==> config.mk <==
export PLATFORM = sky130hd
export DESIGN_NAME = denseNode
export DESIGN_NICKNAME = d
export VERILOG_FILES = /design/src/design/nodePkg.sv /design/src/design/denseNode.sv /design/src/design/floatAdd.sv /design/src/design/floatMult.sv /design/src/design/nodeAccumulator.sv /design/src/design/productFifo.sv /design/src/design/productStage.sv
export SDC_FILE = /design/constraint.sdc
export NUM_CORES = 2
export LEC_CHECK = 0
export ABC_AREA = 1
export BUFFER_PORTS_ARGS = -buffer_cell sky130_fd_sc_hd__buf_2
export CAP_MARGIN = 20
export CORE_ASPECT_RATIO = 0.75
export CORE_MARGIN = 2
export CORE_UTILIZATION = 55
export CTS_CLUSTER_SIZE = 25
export DETAILED_ROUTE_END_ITERATION = 8
export GPL_ROUTABILITY_DRIVEN = 0
export PLACE_DENSITY_LB_ADDON = 0.1
export SLEW_MARGIN = 40
export SYNTH_ARGS = -nofsm -noshare
export SYNTH_HDL_FRONTEND = slang
export SYNTH_SLANG_ARGS = --single-unit
export TNS_END_PERCENT = 20
==> constraint.sdc <==
create_clock -name clk -period 18.1 [get_ports clk]
set_input_delay 3.62 -clock clk [delete_from_list [all_inputs] [get_ports clk]]
set_output_delay 3.62 -clock clk [all_outputs]
set_load 0.1 [all_outputs]
==> src/design/nodePkg.sv <==
package nodePkg;

	localparam int FloatWidth = 32;
	localparam int ExpWidth = 8;
	localparam int MantWidth = 23;
	localparam logic [ExpWidth-1:0] ExpBias = 8'd127;

	typedef struct packed
	{
		logic sign;
		logic [ExpWidth-1:0] exponent;
		logic [MantWidth-1:0] mantissa;
	} floatFields;

	// Same word, raw or split into IEEE-754 fields
	typedef union packed
	{
		logic [FloatWidth-1:0] bits;
		floatFields f;
	} floatWord;

	localparam int NumInputs = 15;
	localparam int IndexWidth = 4;

	// Trained weights, activation 0 first
	localparam floatWord NodeWeights [NumInputs] = '{
		32'h3E09AF8A, // 0.134
		32'h3F62F2EE, // 0.886
		32'h3FAF5ED4, // 1.37
		32'hBC2FB101, // -0.0107
		32'h3E8FE9DC,
		32'h3E0FA049,
		32'h3F15AF6D,
		32'hBE8CA5AA,
		32'hBE5DC3DB,
		32'h3F4D6B13,
		32'h3F8AB2B4,
		32'h3E9F8150,
		32'hBD591BAA,
		32'h3DE1BC50,
		32'hBF4B1C1D  // -0.793, outweighs the bias
	};

	localparam floatWord NodeBias = 32'h3EA20CAB; // 0.316

	localparam int FifoDepth = 4;
	localparam int FifoAddrWidth = 2;

endpackage

==> src/design/denseNode.sv <==
`timescale 1ns/10ps

module denseNode (
	input logic clk,
	input logic rstN,
	input logic inValid,
	input nodePkg::floatWord inData,
	output logic outValid,
	output nodePkg::floatWord nodeOut
);
	import nodePkg::*;

	logic pushValid;
	floatWord pushData;
	logic pushLast;
	logic pop;
	floatWord popData;
	logic popLast;
	logic empty;

	productStage producer (
		.clk(clk),
		.rstN(rstN),
		.inValid(inValid),
		.inData(inData),
		.pushValid(pushValid),
		.pushData(pushData),
		.pushLast(pushLast)
	);

	productFifo buffer (
		.clk(clk),
		.rstN(rstN),
		.push(pushValid),
		.pushData(pushData),
		.pushLast(pushLast),
		.pop(pop),
		.popData(popData),
		.popLast(popLast),
		.empty(empty)
	);

	nodeAccumulator consumer (
		.clk(clk),
		.rstN(rstN),
		.empty(empty),
		.popData(popData),
		.popLast(popLast),
		.pop(pop),
		.outValid(outValid),
		.nodeOut(nodeOut)
	);

endmodule

==> src/design/floatAdd.sv <==
`timescale 1ns/10ps

module floatAdd (
	input nodePkg::floatWord a,
	input nodePkg::floatWord b,
	output nodePkg::floatWord sum
);
	import nodePkg::*;

	floatWord bigOp;
	floatWord smallOp;
	logic [MantWidth:0] sigBig;
	logic [MantWidth:0] sigSmall;
	logic [MantWidth:0] sigAligned;
	logic [ExpWidth-1:0] expDiff;
	logic [MantWidth+1:0] sigSum;
	logic [MantWidth:0] sigNorm;
	logic [ExpWidth+1:0] expOut;
	int unsigned lzc;

	always_comb
	begin
		// Magnitude order follows the raw bits without the sign
		if (a.bits[FloatWidth-2:0] >= b.bits[FloatWidth-2:0])
		begin
			bigOp = a;
			smallOp = b;
		end
		else
		begin
			bigOp = b;
			smallOp = a;
		end

		// Denormals flushed here
		sigBig = (bigOp.f.exponent == '0) ? '0 : {1'b1, bigOp.f.mantissa};
		sigSmall = (smallOp.f.exponent == '0) ? '0 : {1'b1, smallOp.f.mantissa};

		expDiff = bigOp.f.exponent - smallOp.f.exponent;
		sigAligned = sigSmall >> expDiff; // Shifted-out bits dropped

		if (bigOp.f.sign == smallOp.f.sign)
			sigSum = {1'b0, sigBig} + {1'b0, sigAligned};
		else
			sigSum = {1'b0, sigBig} - {1'b0, sigAligned};

		// Highest set bit wins
		lzc = MantWidth + 1;
		for (int i = 0; i <= MantWidth; i++)
			if (sigSum[i])
				lzc = MantWidth - i;

		if (sigSum[MantWidth+1])
		begin
			sigNorm = sigSum[MantWidth+1:1]; // Carry out
			expOut = {2'b00, bigOp.f.exponent} + 1'b1;
		end
		else
		begin
			sigNorm = sigSum[MantWidth:0] << lzc;
			expOut = {2'b00, bigOp.f.exponent} - lzc[ExpWidth+1:0];
		end

		if (!sigNorm[MantWidth] || expOut[ExpWidth+1] || expOut == '0)
			sum.bits = '0; // Cancellation or underflow
		else
		begin
			sum.f.sign = bigOp.f.sign;
			sum.f.exponent = expOut[ExpWidth-1:0];
			sum.f.mantissa = sigNorm[MantWidth-1:0];
		end
	end

endmodule

==> src/design/floatMult.sv <==
`timescale 1ns/10ps

module floatMult (
	input nodePkg::floatWord a,
	input nodePkg::floatWord b,
	output nodePkg::floatWord product
);
	import nodePkg::*;

	logic [MantWidth:0] sigA;
	logic [MantWidth:0] sigB;
	logic [2*MantWidth+1:0] sigProd;
	logic [ExpWidth+1:0] expSum;
	logic [ExpWidth+1:0] expNorm;

	always_comb
	begin
		sigA = {1'b1, a.f.mantissa};
		sigB = {1'b1, b.f.mantissa};
		sigProd = sigA * sigB;
		// Two spare bits catch the underflow borrow
		expSum = {2'b00, a.f.exponent} + {2'b00, b.f.exponent} - {2'b00, ExpBias};

		product.f.sign = a.f.sign ^ b.f.sign;
		if (sigProd[2*MantWidth+1])
		begin
			expNorm = expSum + 1'b1; // Product in [2,4)
			product.f.mantissa = sigProd[2*MantWidth:MantWidth+1];
		end
		else
		begin
			expNorm = expSum;
			product.f.mantissa = sigProd[2*MantWidth-1:MantWidth];
		end
		product.f.exponent = expNorm[ExpWidth-1:0];

		// Zero or denormal operand, or result below the normal range
		if (a.f.exponent == '0 || b.f.exponent == '0 || expNorm[ExpWidth+1] || expNorm == '0)
			product.bits = '0;
	end

endmodule

==> src/design/nodeAccumulator.sv <==
`timescale 1ns/10ps

module nodeAccumulator (
	input logic clk,
	input logic rstN,
	input logic empty,
	input nodePkg::floatWord popData,
	input logic popLast,
	output logic pop,
	output logic outValid,
	output nodePkg::floatWord nodeOut
);
	import nodePkg::*;

	logic biasCycle;
	floatWord acc;
	floatWord addend;
	floatWord sum;

	assign pop = !empty;
	assign addend = biasCycle ? NodeBias : popData; // Adder shared with the bias step

	floatAdd adder (
		.a(acc),
		.b(addend),
		.sum(sum)
	);

	always_ff @(posedge clk or negedge rstN)
		if (!rstN)
		begin
			biasCycle <= 1'b0;
			acc <= '0;
			outValid <= 1'b0;
		end
		else
		begin
			outValid <= biasCycle;
			if (biasCycle)
			begin
				// Next vector starts from zero, so its first product loads as is
				acc <= pop ? popData : '0;
				biasCycle <= pop && popLast;
			end
			else if (pop)
			begin
				acc <= sum;
				biasCycle <= popLast;
			end
		end

	// Rectifier
	always_ff @(posedge clk)
		if (biasCycle)
			nodeOut <= sum.f.sign ? '0 : sum;

	singlePulse: assert property (@(posedge clk) disable iff (!rstN)
		outValid |=> !outValid);

endmodule

==> src/design/productFifo.sv <==
`timescale 1ns/10ps

module productFifo (
	input logic clk,
	input logic rstN,
	input logic push,
	input nodePkg::floatWord pushData,
	input logic pushLast,
	input logic pop,
	output nodePkg::floatWord popData,
	output logic popLast,
	output logic empty
);
	import nodePkg::*;

	floatWord dataMem [FifoDepth];
	logic lastMem [FifoDepth];
	logic [FifoAddrWidth-1:0] rdPtr;
	logic [FifoAddrWidth-1:0] wrPtr;
	logic [FifoAddrWidth:0] count;
	logic full;

	// An incoming product passes straight through when nothing is stored
	assign empty = (count == '0) && !push;
	assign full = count[FifoAddrWidth]; // Depth is a power of two
	assign popData = (count == '0) ? pushData : dataMem[rdPtr];
	assign popLast = (count == '0) ? pushLast : lastMem[rdPtr];

	always_ff @(posedge clk)
		if (push)
		begin
			dataMem[wrPtr] <= pushData;
			lastMem[wrPtr] <= pushLast;
		end

	always_ff @(posedge clk or negedge rstN)
		if (!rstN)
		begin
			rdPtr <= '0;
			wrPtr <= '0;
			count <= '0;
		end
		else
		begin
			if (push)
				wrPtr <= wrPtr + 1'b1;
			if (pop)
				rdPtr <= rdPtr + 1'b1;
			case ({push, pop})
				2'b10: count <= count + 1'b1;
				2'b01: count <= count - 1'b1;
				default: count <= count;
			endcase
		end

	noOverflow: assert property (@(posedge clk) disable iff (!rstN) push |-> !full);
	noUnderflow: assert property (@(posedge clk) disable iff (!rstN) pop |-> !empty);

endmodule

==> src/design/productStage.sv <==
`timescale 1ns/10ps

module productStage (
	input logic clk,
	input logic rstN,
	input logic inValid,
	input nodePkg::floatWord inData,
	output logic pushValid,
	output nodePkg::floatWord pushData,
	output logic pushLast
);
	import nodePkg::*;

	logic [IndexWidth-1:0] index;
	logic indexLast;
	floatWord product;

	assign indexLast = index == IndexWidth'(NumInputs - 1);

	floatMult mult (
		.a(inData),
		.b(NodeWeights[index]),
		.product(product)
	);

	always_ff @(posedge clk or negedge rstN)
		if (!rstN)
		begin
			index <= '0;
			pushValid <= 1'b0;
			pushLast <= 1'b0;
		end
		else
		begin
			pushValid <= inValid;
			if (inValid)
			begin
				pushLast <= indexLast;
				index <= indexLast ? '0 : index + 1'b1; // Wrap after activation 14
			end
		end

	always_ff @(posedge clk)
		if (inValid)
			pushData <= product;

	indexRange: assert property (@(posedge clk) disable iff (!rstN)
		index <= IndexWidth'(NumInputs - 1));

endmodule

Word level (Yosys, flattened, before mapping):

Memories as Yosys holds them, arrays and structs flattened.
Index checks and enable logic that the tools add are counted.

* register bits after elaboration: 111
* bits in writable memories: 132
* memory bits (read-only): 512
* input bits: 35
* output and inout bits: 33
* logic and storage cells: 106
* memories kept: 3

* $add $sub $neg: 13
* $mul: 1
* order comparisons: 2
* equality and inequality tests: 5
* shift operators: 2
* mux-type cells: 48
* bitwise logic cells: 2
* reductions and logical operators: 18

Memories
* (no name shown): words 16, width 32, read ports 1, clocked after memory_dff 0, wr ports 0, line productStage.sv:22 `.b(NodeWeights[index]),`
* buffer.dataMem: words 4, width 32, read ports 1, clocked after memory_dff 0, wr ports 1, line productFifo.sv:16 `floatWord dataMem [FifoDepth];`
* buffer.lastMem: words 4, width 1, read ports 1, clocked after memory_dff 0, wr ports 1, line productFifo.sv:17 `logic lastMem [FifoDepth];`

Operators with widths (count)
* two-way mux 32 bit: 33
* two-way mux 24 bit: 3
* multiplier 24 x 24 -> 48 bit: 1
* zero test 8 bit: 4
* << shifter 24 x 32 -> 24 bit: 1
* greater-or-equal comparator 31 bit: 1
* adder 24 x 24 -> 25 bit: 1
* two-way mux 25 bit: 1
* subtractor 24 x 24 -> 25 bit: 1
* >> shifter 24 x 8 -> 24 bit: 1
* two-way mux 23 bit: 1
* zero test 10 bit: 2
* two-way mux 10 bit: 2
* adder 10 x 1 -> 10 bit, second input constant: 1
* subtractor 8 x 10 -> 10 bit: 1
* subtractor 9 x 7 -> 10 bit, second input constant: 1
* adder 8 x 1 -> 9 bit, second input constant: 1
* adder 8 x 8 -> 9 bit: 1
* two-way mux 4 bit: 2
* subtractor 8 bit: 1
* one-hot mux 3 bit (2 select lines): 1
* greater-or-equal comparator 5 bit, second input constant: 1
* logical OR 1 bit: 5
* two-way mux 1 bit: 5
* 15 further kinds: 19

Longest topological paths before layout:

* word-level depth: 42
* gate-level depth with buffers: 89
* depth with buffers taken out: 81

Hierarchy:

Synthesis repeated with hierarchy kept, for this count alone.

* cells, all modules: 5428
* area, all modules: 39615.5 um^2

Modules (own cells, without submodules)
* floatMult: times used 1, cells an instance 2792, area an instance 20845.0 um^2, seq. area each 0.0 um^2
* floatAdd: times used 1, cells an instance 1402, area an instance 7442.1 um^2, seq. area each 0.0 um^2
* productFifo: times used 1, cells an instance 666, area an instance 6371.1 um^2, seq. area each 4139.0 um^2
* nodeAccumulator: times used 1, cells an instance 379, area an instance 3090.5 um^2, seq. area each 1781.7 um^2
* productStage: times used 1, cells an instance 189, area an instance 1866.8 um^2, seq. area each 1111.1 um^2

Least setup slack after synthesis:

Ideal clock, no wire load.

* path kind: input-to-reg
* start: input port inData[11] (netlist bit)
* end: register producer.pushData[10] (netlist bit) (data pin)
* setup time: 265 ps
* arrival: 10971 ps
* data required time: 17835 ps
* slack: 6864 ps
* stages: 37
* path buffers: 4
* cells stage by stage: buf_1 clkbuf_1 nand2_1 fa_1 inv_1 fa_1 fa_1 inv_1 fa_1 fa_1 inv_1 fa_1 fa_1 ha_1 a21oi_1 inv_1 a31oi_1 o221ai_1 a221oi_1 nand2_1 nand3_1 nand2_1 nand2_1 nand2_1 a21boi_1 o21ai_0 nand2_1 nand2_1 inv_2 clkbuf_1 nand4_1 xor2_1 nor3_1 nand4_1 nand2_1 clkbuf_1 nor2_1

* word-level cells in the longest chain between the ends: 4
* elaborated cells on any way between the ends: 6
* those cells by class: mul: 1; mux: 2; reduce/logical: 3

RTL lines
* start, declared: line denseNode.sv:7 `input nodePkg::floatWord inData,`
* multiplier 24 x 24 -> 48 bit (*): line floatMult.sv:20 `sigProd = sigA * sigB;`
* two-way mux 10 bit: line floatMult.sv:25 `if (sigProd[2*MantWidth+1])`
* zero test 10 bit / logical OR 1 bit (equally long branches): line floatMult.sv:38 `if (a.f.exponent == '0 || b.f.exponent == '0 || expNorm[ExpWidth+1] || expNorm == '0)`
* logical OR 1 bit: line floatMult.sv:38
* end signal, assigned: line productStage.sv:45 `pushData <= product;`
* end, declared: line productStage.sv:9 `output nodePkg::floatWord pushData,`

Mark *: on every way between the ends. The rest lies on a longest branch, timed or not.
A chain may end at the register's enable or synchronous reset.

Worst setup path after layout:

* start: register buffer.rdPtr[0]
* end: register consumer.nodeOut[3] (netlist bit) (data pin)

* word-level cells in the longest chain between the ends: 40
* elaborated cells on any way between the ends: 50
* those cells by class: add/sub: 5; order compare: 1; eq/ne: 1; shift: 2; mux: 34; reduce/logical: 6; memory: 1

RTL lines
* start, declared: line productFifo.sv:18 `logic [FifoAddrWidth-1:0] rdPtr;`
* start signal, assigned: line productFifo.sv:48 `rdPtr <= rdPtr + 1'b1;`
* memory read (4 x 32 bit) (*)
* two-way mux 32 bit (*): line productFifo.sv:26 `assign popData = (count == '0) ? pushData : dataMem[rdPtr];`
* two-way mux 32 bit (*): line nodeAccumulator.sv:21 `assign addend = biasCycle ? NodeBias : popData;`
* branches (longest 36 deep; another with greater-or-equal comparator 31 bit)
* two-way mux 32 bit (*): line floatAdd.sv:64 `if (!sigNorm[MantWidth] || expOut[ExpWidth+1] || expOut == '0)`
* end signal, assigned: line nodeAccumulator.sv:55 `nodeOut <= sum.f.sign ? '0 : sum;`
* end, declared: line nodeAccumulator.sv:11 `output nodePkg::floatWord nodeOut`

Mark *: on every way between the ends.

==> impl_metrics.py <==
metrics = {
    "run_status": {
        "run_status": "finished, final reports clean",
    },
    "clock_tree": {
        "clock_tree.root_cell": "sky130_fd_sc_hd__clkbuf_16",
        "cts_repair_resize_count": 0,
        "clk-insertion-delay-late_ns": 0.55,
        "cts.path.max_buffers": 3,
        "cts_inserted_buffers": 25,
        "clk_pin_slew_ns": 0.06,
        "htreeDepth": 1,
        "cts_post_setup_buffers_inserted": 0,
        "cts_tree": "built",
        "tritoncts_num_sinks": 242,
        "holdBufCountCts": 0,
    },
    "route": {
        "finalWirelength_um": 107000,
        "vias": 30500,
        "routedLengthMet1_um": 47200,
        "met3_wirelength_um": 9620,
        "routed_wire_length_per_instance_um": 19.6,
        "ant_nets": 0,
        "drt_pass1_iterations": 7,
        "dr_iter_0_viols": 2974,
        "via_per_inst": 5.62,
        "top_layer_reached_by_signal_wires": "met5",
        "met2_length_um": 45400,
        "drc": 0,
    },
    "synthesis": {
        "synth_sequential_area_ratio_pct": 19.4,
        "synthCells": 4629,
        "yosysWarnings": 0,
        "synth-async-reset-ratio_pct": 19.4,
        "syn-num-nets": 5401,
        "edff_count_synth": 195,
        "synth-seq-cells": 242,
        "synthFlopType": "sky130_fd_sc_hd__edfxtp_1",
        "synth.lib_cells_used.distinct": 59,
        "syn-mean-instance-area_um2": 7.81,
        "post_synth_instance_area_mm2": 0.0362,
    },
    "worst_setup_path": {
        "criticalPathCategory": "flop to flop",
        "critical-path-slowest-cell": "sky130_fd_sc_hd__a211oi_1",
        "cp-end-kind": "flop",
        "cp_bufs_invs": 8,
        "reg2reg_from": "buffer.rdPtr[0]",
        "startpoint": "buffer.rdPtr[0]",
        "cp.required_ns": 18.38,
        "slowest_delay_ns": 0.67,
        "crit_path_frequent_cell": "sky130_fd_sc_hd__nand2_1",
        "cp.arrival_ns": 14.90,
        "critical-path-top-delay-family": "simple AND/OR/NAND/NOR gates",
        "r2r_setup_slk_ns": 3.48,
        "cp-start-kind": "flop",
        "critPathMaxFanout": 74,
    },
    "finish": {
        "mostFrequentLayoutCell": "sky130_fd_sc_hd__nand2_1",
        "most_frequent_cells_in_the_layout": "sky130_fd_sc_hd__nand2_1 (1056), sky130_fd_sc_hd__inv_1 (805), sky130_fd_sc_hd__nor2_1 (556)",
        "antennaDiodeCount": 0,
        "fin_area_mm2": 0.0377,
        "fill_cells": 6094,
        "layout.nets": 5315,
        "fraction_of_layout_instances_using_a_drive_strength_above_1_pct": 5.90,
        "area_growth_pct": 4.28,
    },
    "sta": {
        "unrepaired_setup_endpoints_after_global_routing": "false",
        "tmin_final_ns": 14.62,
        "worst_slew_pin_slew_ns": 0.879,
        "setup_ws_ns": 3.48,
        "timing_max_transition_violations_final": 0,
        "timing.final.setup_violations": 0,
        "totalNegativeSetupSlack_ns": 0,
        "finalClockSkew_ns": 0.0383,
        "top_achievable_clock_speed_ghz": 0.0684,
        "worst_slew_slack_as_a_fraction_of_its_limit_pct": 40.8,
        "hold_viol": 0,
        "final.period_utilization_pct": 80.8,
    },
    "placed_design": {
        "placed_cell_area_mm2": 0.0369,
        "post-place-ws_ns": 3.60,
        "dp.final_hpwl_um": 82000,
        "numPortBuffers": 66,
    },
    "min_path": {
        "min_path_type": "flop to flop",
        "min_from": "buffer.count[1]",
    },
    "die": {
        "area_of_the_die_mm2": 0.0678,
        "placement_rows": 81,
        "die-width_um": 300,
        "design.core.area_mm2": 0.0652,
        "effective_utilization_at_floorplan_pct": 55.5,
        "ioPinCount": 68,
        "die_y_um": 226,
    },
    "global_route": {
        "grt_max_degree": 83,
        "grt_antenna_before_repair": 1,
        "groute.usage.overall_pct": 32.0,
        "grt.overflow.total": 0,
        "grt_pass1_vias": 29600,
        "first_pass_grt_wire_length_um": 169000,
    },
    "job": {
        "maxCapViolCount": 0,
    },
}
## flip-flops by register name, summed over array words and instances, names as in the netlist
name                count
buffer.dataMem        128
consumer.acc           32
producer.pushData      32
consumer.nodeOut       31
buffer.lastMem          4
producer.index          4
buffer.count            3
buffer.rdPtr            2
buffer.wrPtr            2
consumer.biasCycle      1
consumer.outValid       1
producer.pushLast       1
producer.pushValid      1
## kinds of logic after synthesis
family	synth area share [%]
AOI/OAI and AO/OA	7.88
xor gates and xnor gates	2.35
adders and majority gates	35.6
buffers and inverters	11.2
DFF	19.4
muxes	0.0554
other	0.0104
and+or+nand+nor	23.5
## per-stage QoR
step | cells | hold slack, ns | utilization, %
4_1_cts | 5433 | 0.491 | 57.9
2_1_floorplan | 4629 | 0.449 | -
3_5_place_dp | 5387 | 0.479 | 56.7
5_1_grt | 5433 | 0.526 | 57.9
3_3_place_gp | 5387 | 0.465 | 56.7
6_report | 5433 | 0.483 | 57.9
## cell type report
cell class	instances	area [um2]	area share, %
Clock buffer	34	689	1.83
Clock inverter	12	72.6	0.192
Inverter	830	3120	8.27
Multi-Input combinational cell	3343	25100	66.6
Sequential cell	242	7030	18.7
Tap cell	871	1090	2.89
Timing Repair Buffer	101	599	1.59
## synthesized netlist by cell type, drive strengths merged, types with 5 or more instances
cell type,number,area (um2)
nand2,1078,4120
inv,824,3090
nor2,571,2200
fa,485,9710
nand3,298,1720
ha,252,3150
o21ai,209,1070
edfxtp,195,5860
clkbuf,153,574
a21oi,141,713
xor2,63,559
buf,61,378
dfrtp,47,1180
xnor2,33,289
nand4,29,181
a211oi,28,210
o221ai,25,219
a31oi,23,159
nor3,18,95.1
or2,16,100
o211ai,14,105
a21boi,8,60.1
a22oi,8,60.1
o21a,8,60.1
a21o,6,45.0
clkinv,6,22.5
nand3b,5,37.5
o2111ai,5,43.8
## worst register-to-register path, delay by kind of cell (launching register included)
kind | cells | cell delay, ns
adders and majority gates | 4 | 1.54
AOI/OAI and AO/OA | 20 | 4.96
DFF | 1 | 0.34
buffers and inverters | 8 | 2.13
and+or+nand+nor | 39 | 5.37
## routing by layer
| layer | track usage, % | vias up |
|---|---|---|
| li1 | - | 14200 |
| met1 | 47.3 | 14700 |
| met2 | 48.3 | 1380 |
| met3 | 4.59 | 202 |
| met4 | 11.0 | 2 |
| met5 | 0 | - |
## worst paths after layout
check,endpoint,cells after the start
worst max-delay path,consumer.nodeOut[3],71
worst min-delay path,buffer.count[1],2
min in group asynchronous,buffer.wrPtr[1],2
worst max register to register,consumer.nodeOut[3],71
max in group asynchronous,consumer.biasCycle,2
worst min register to register,buffer.count[1],2
Power is left out: the tool's default activity adds up to more than one toggle a clock period on the data nets, which glitch-free logic cannot reach.
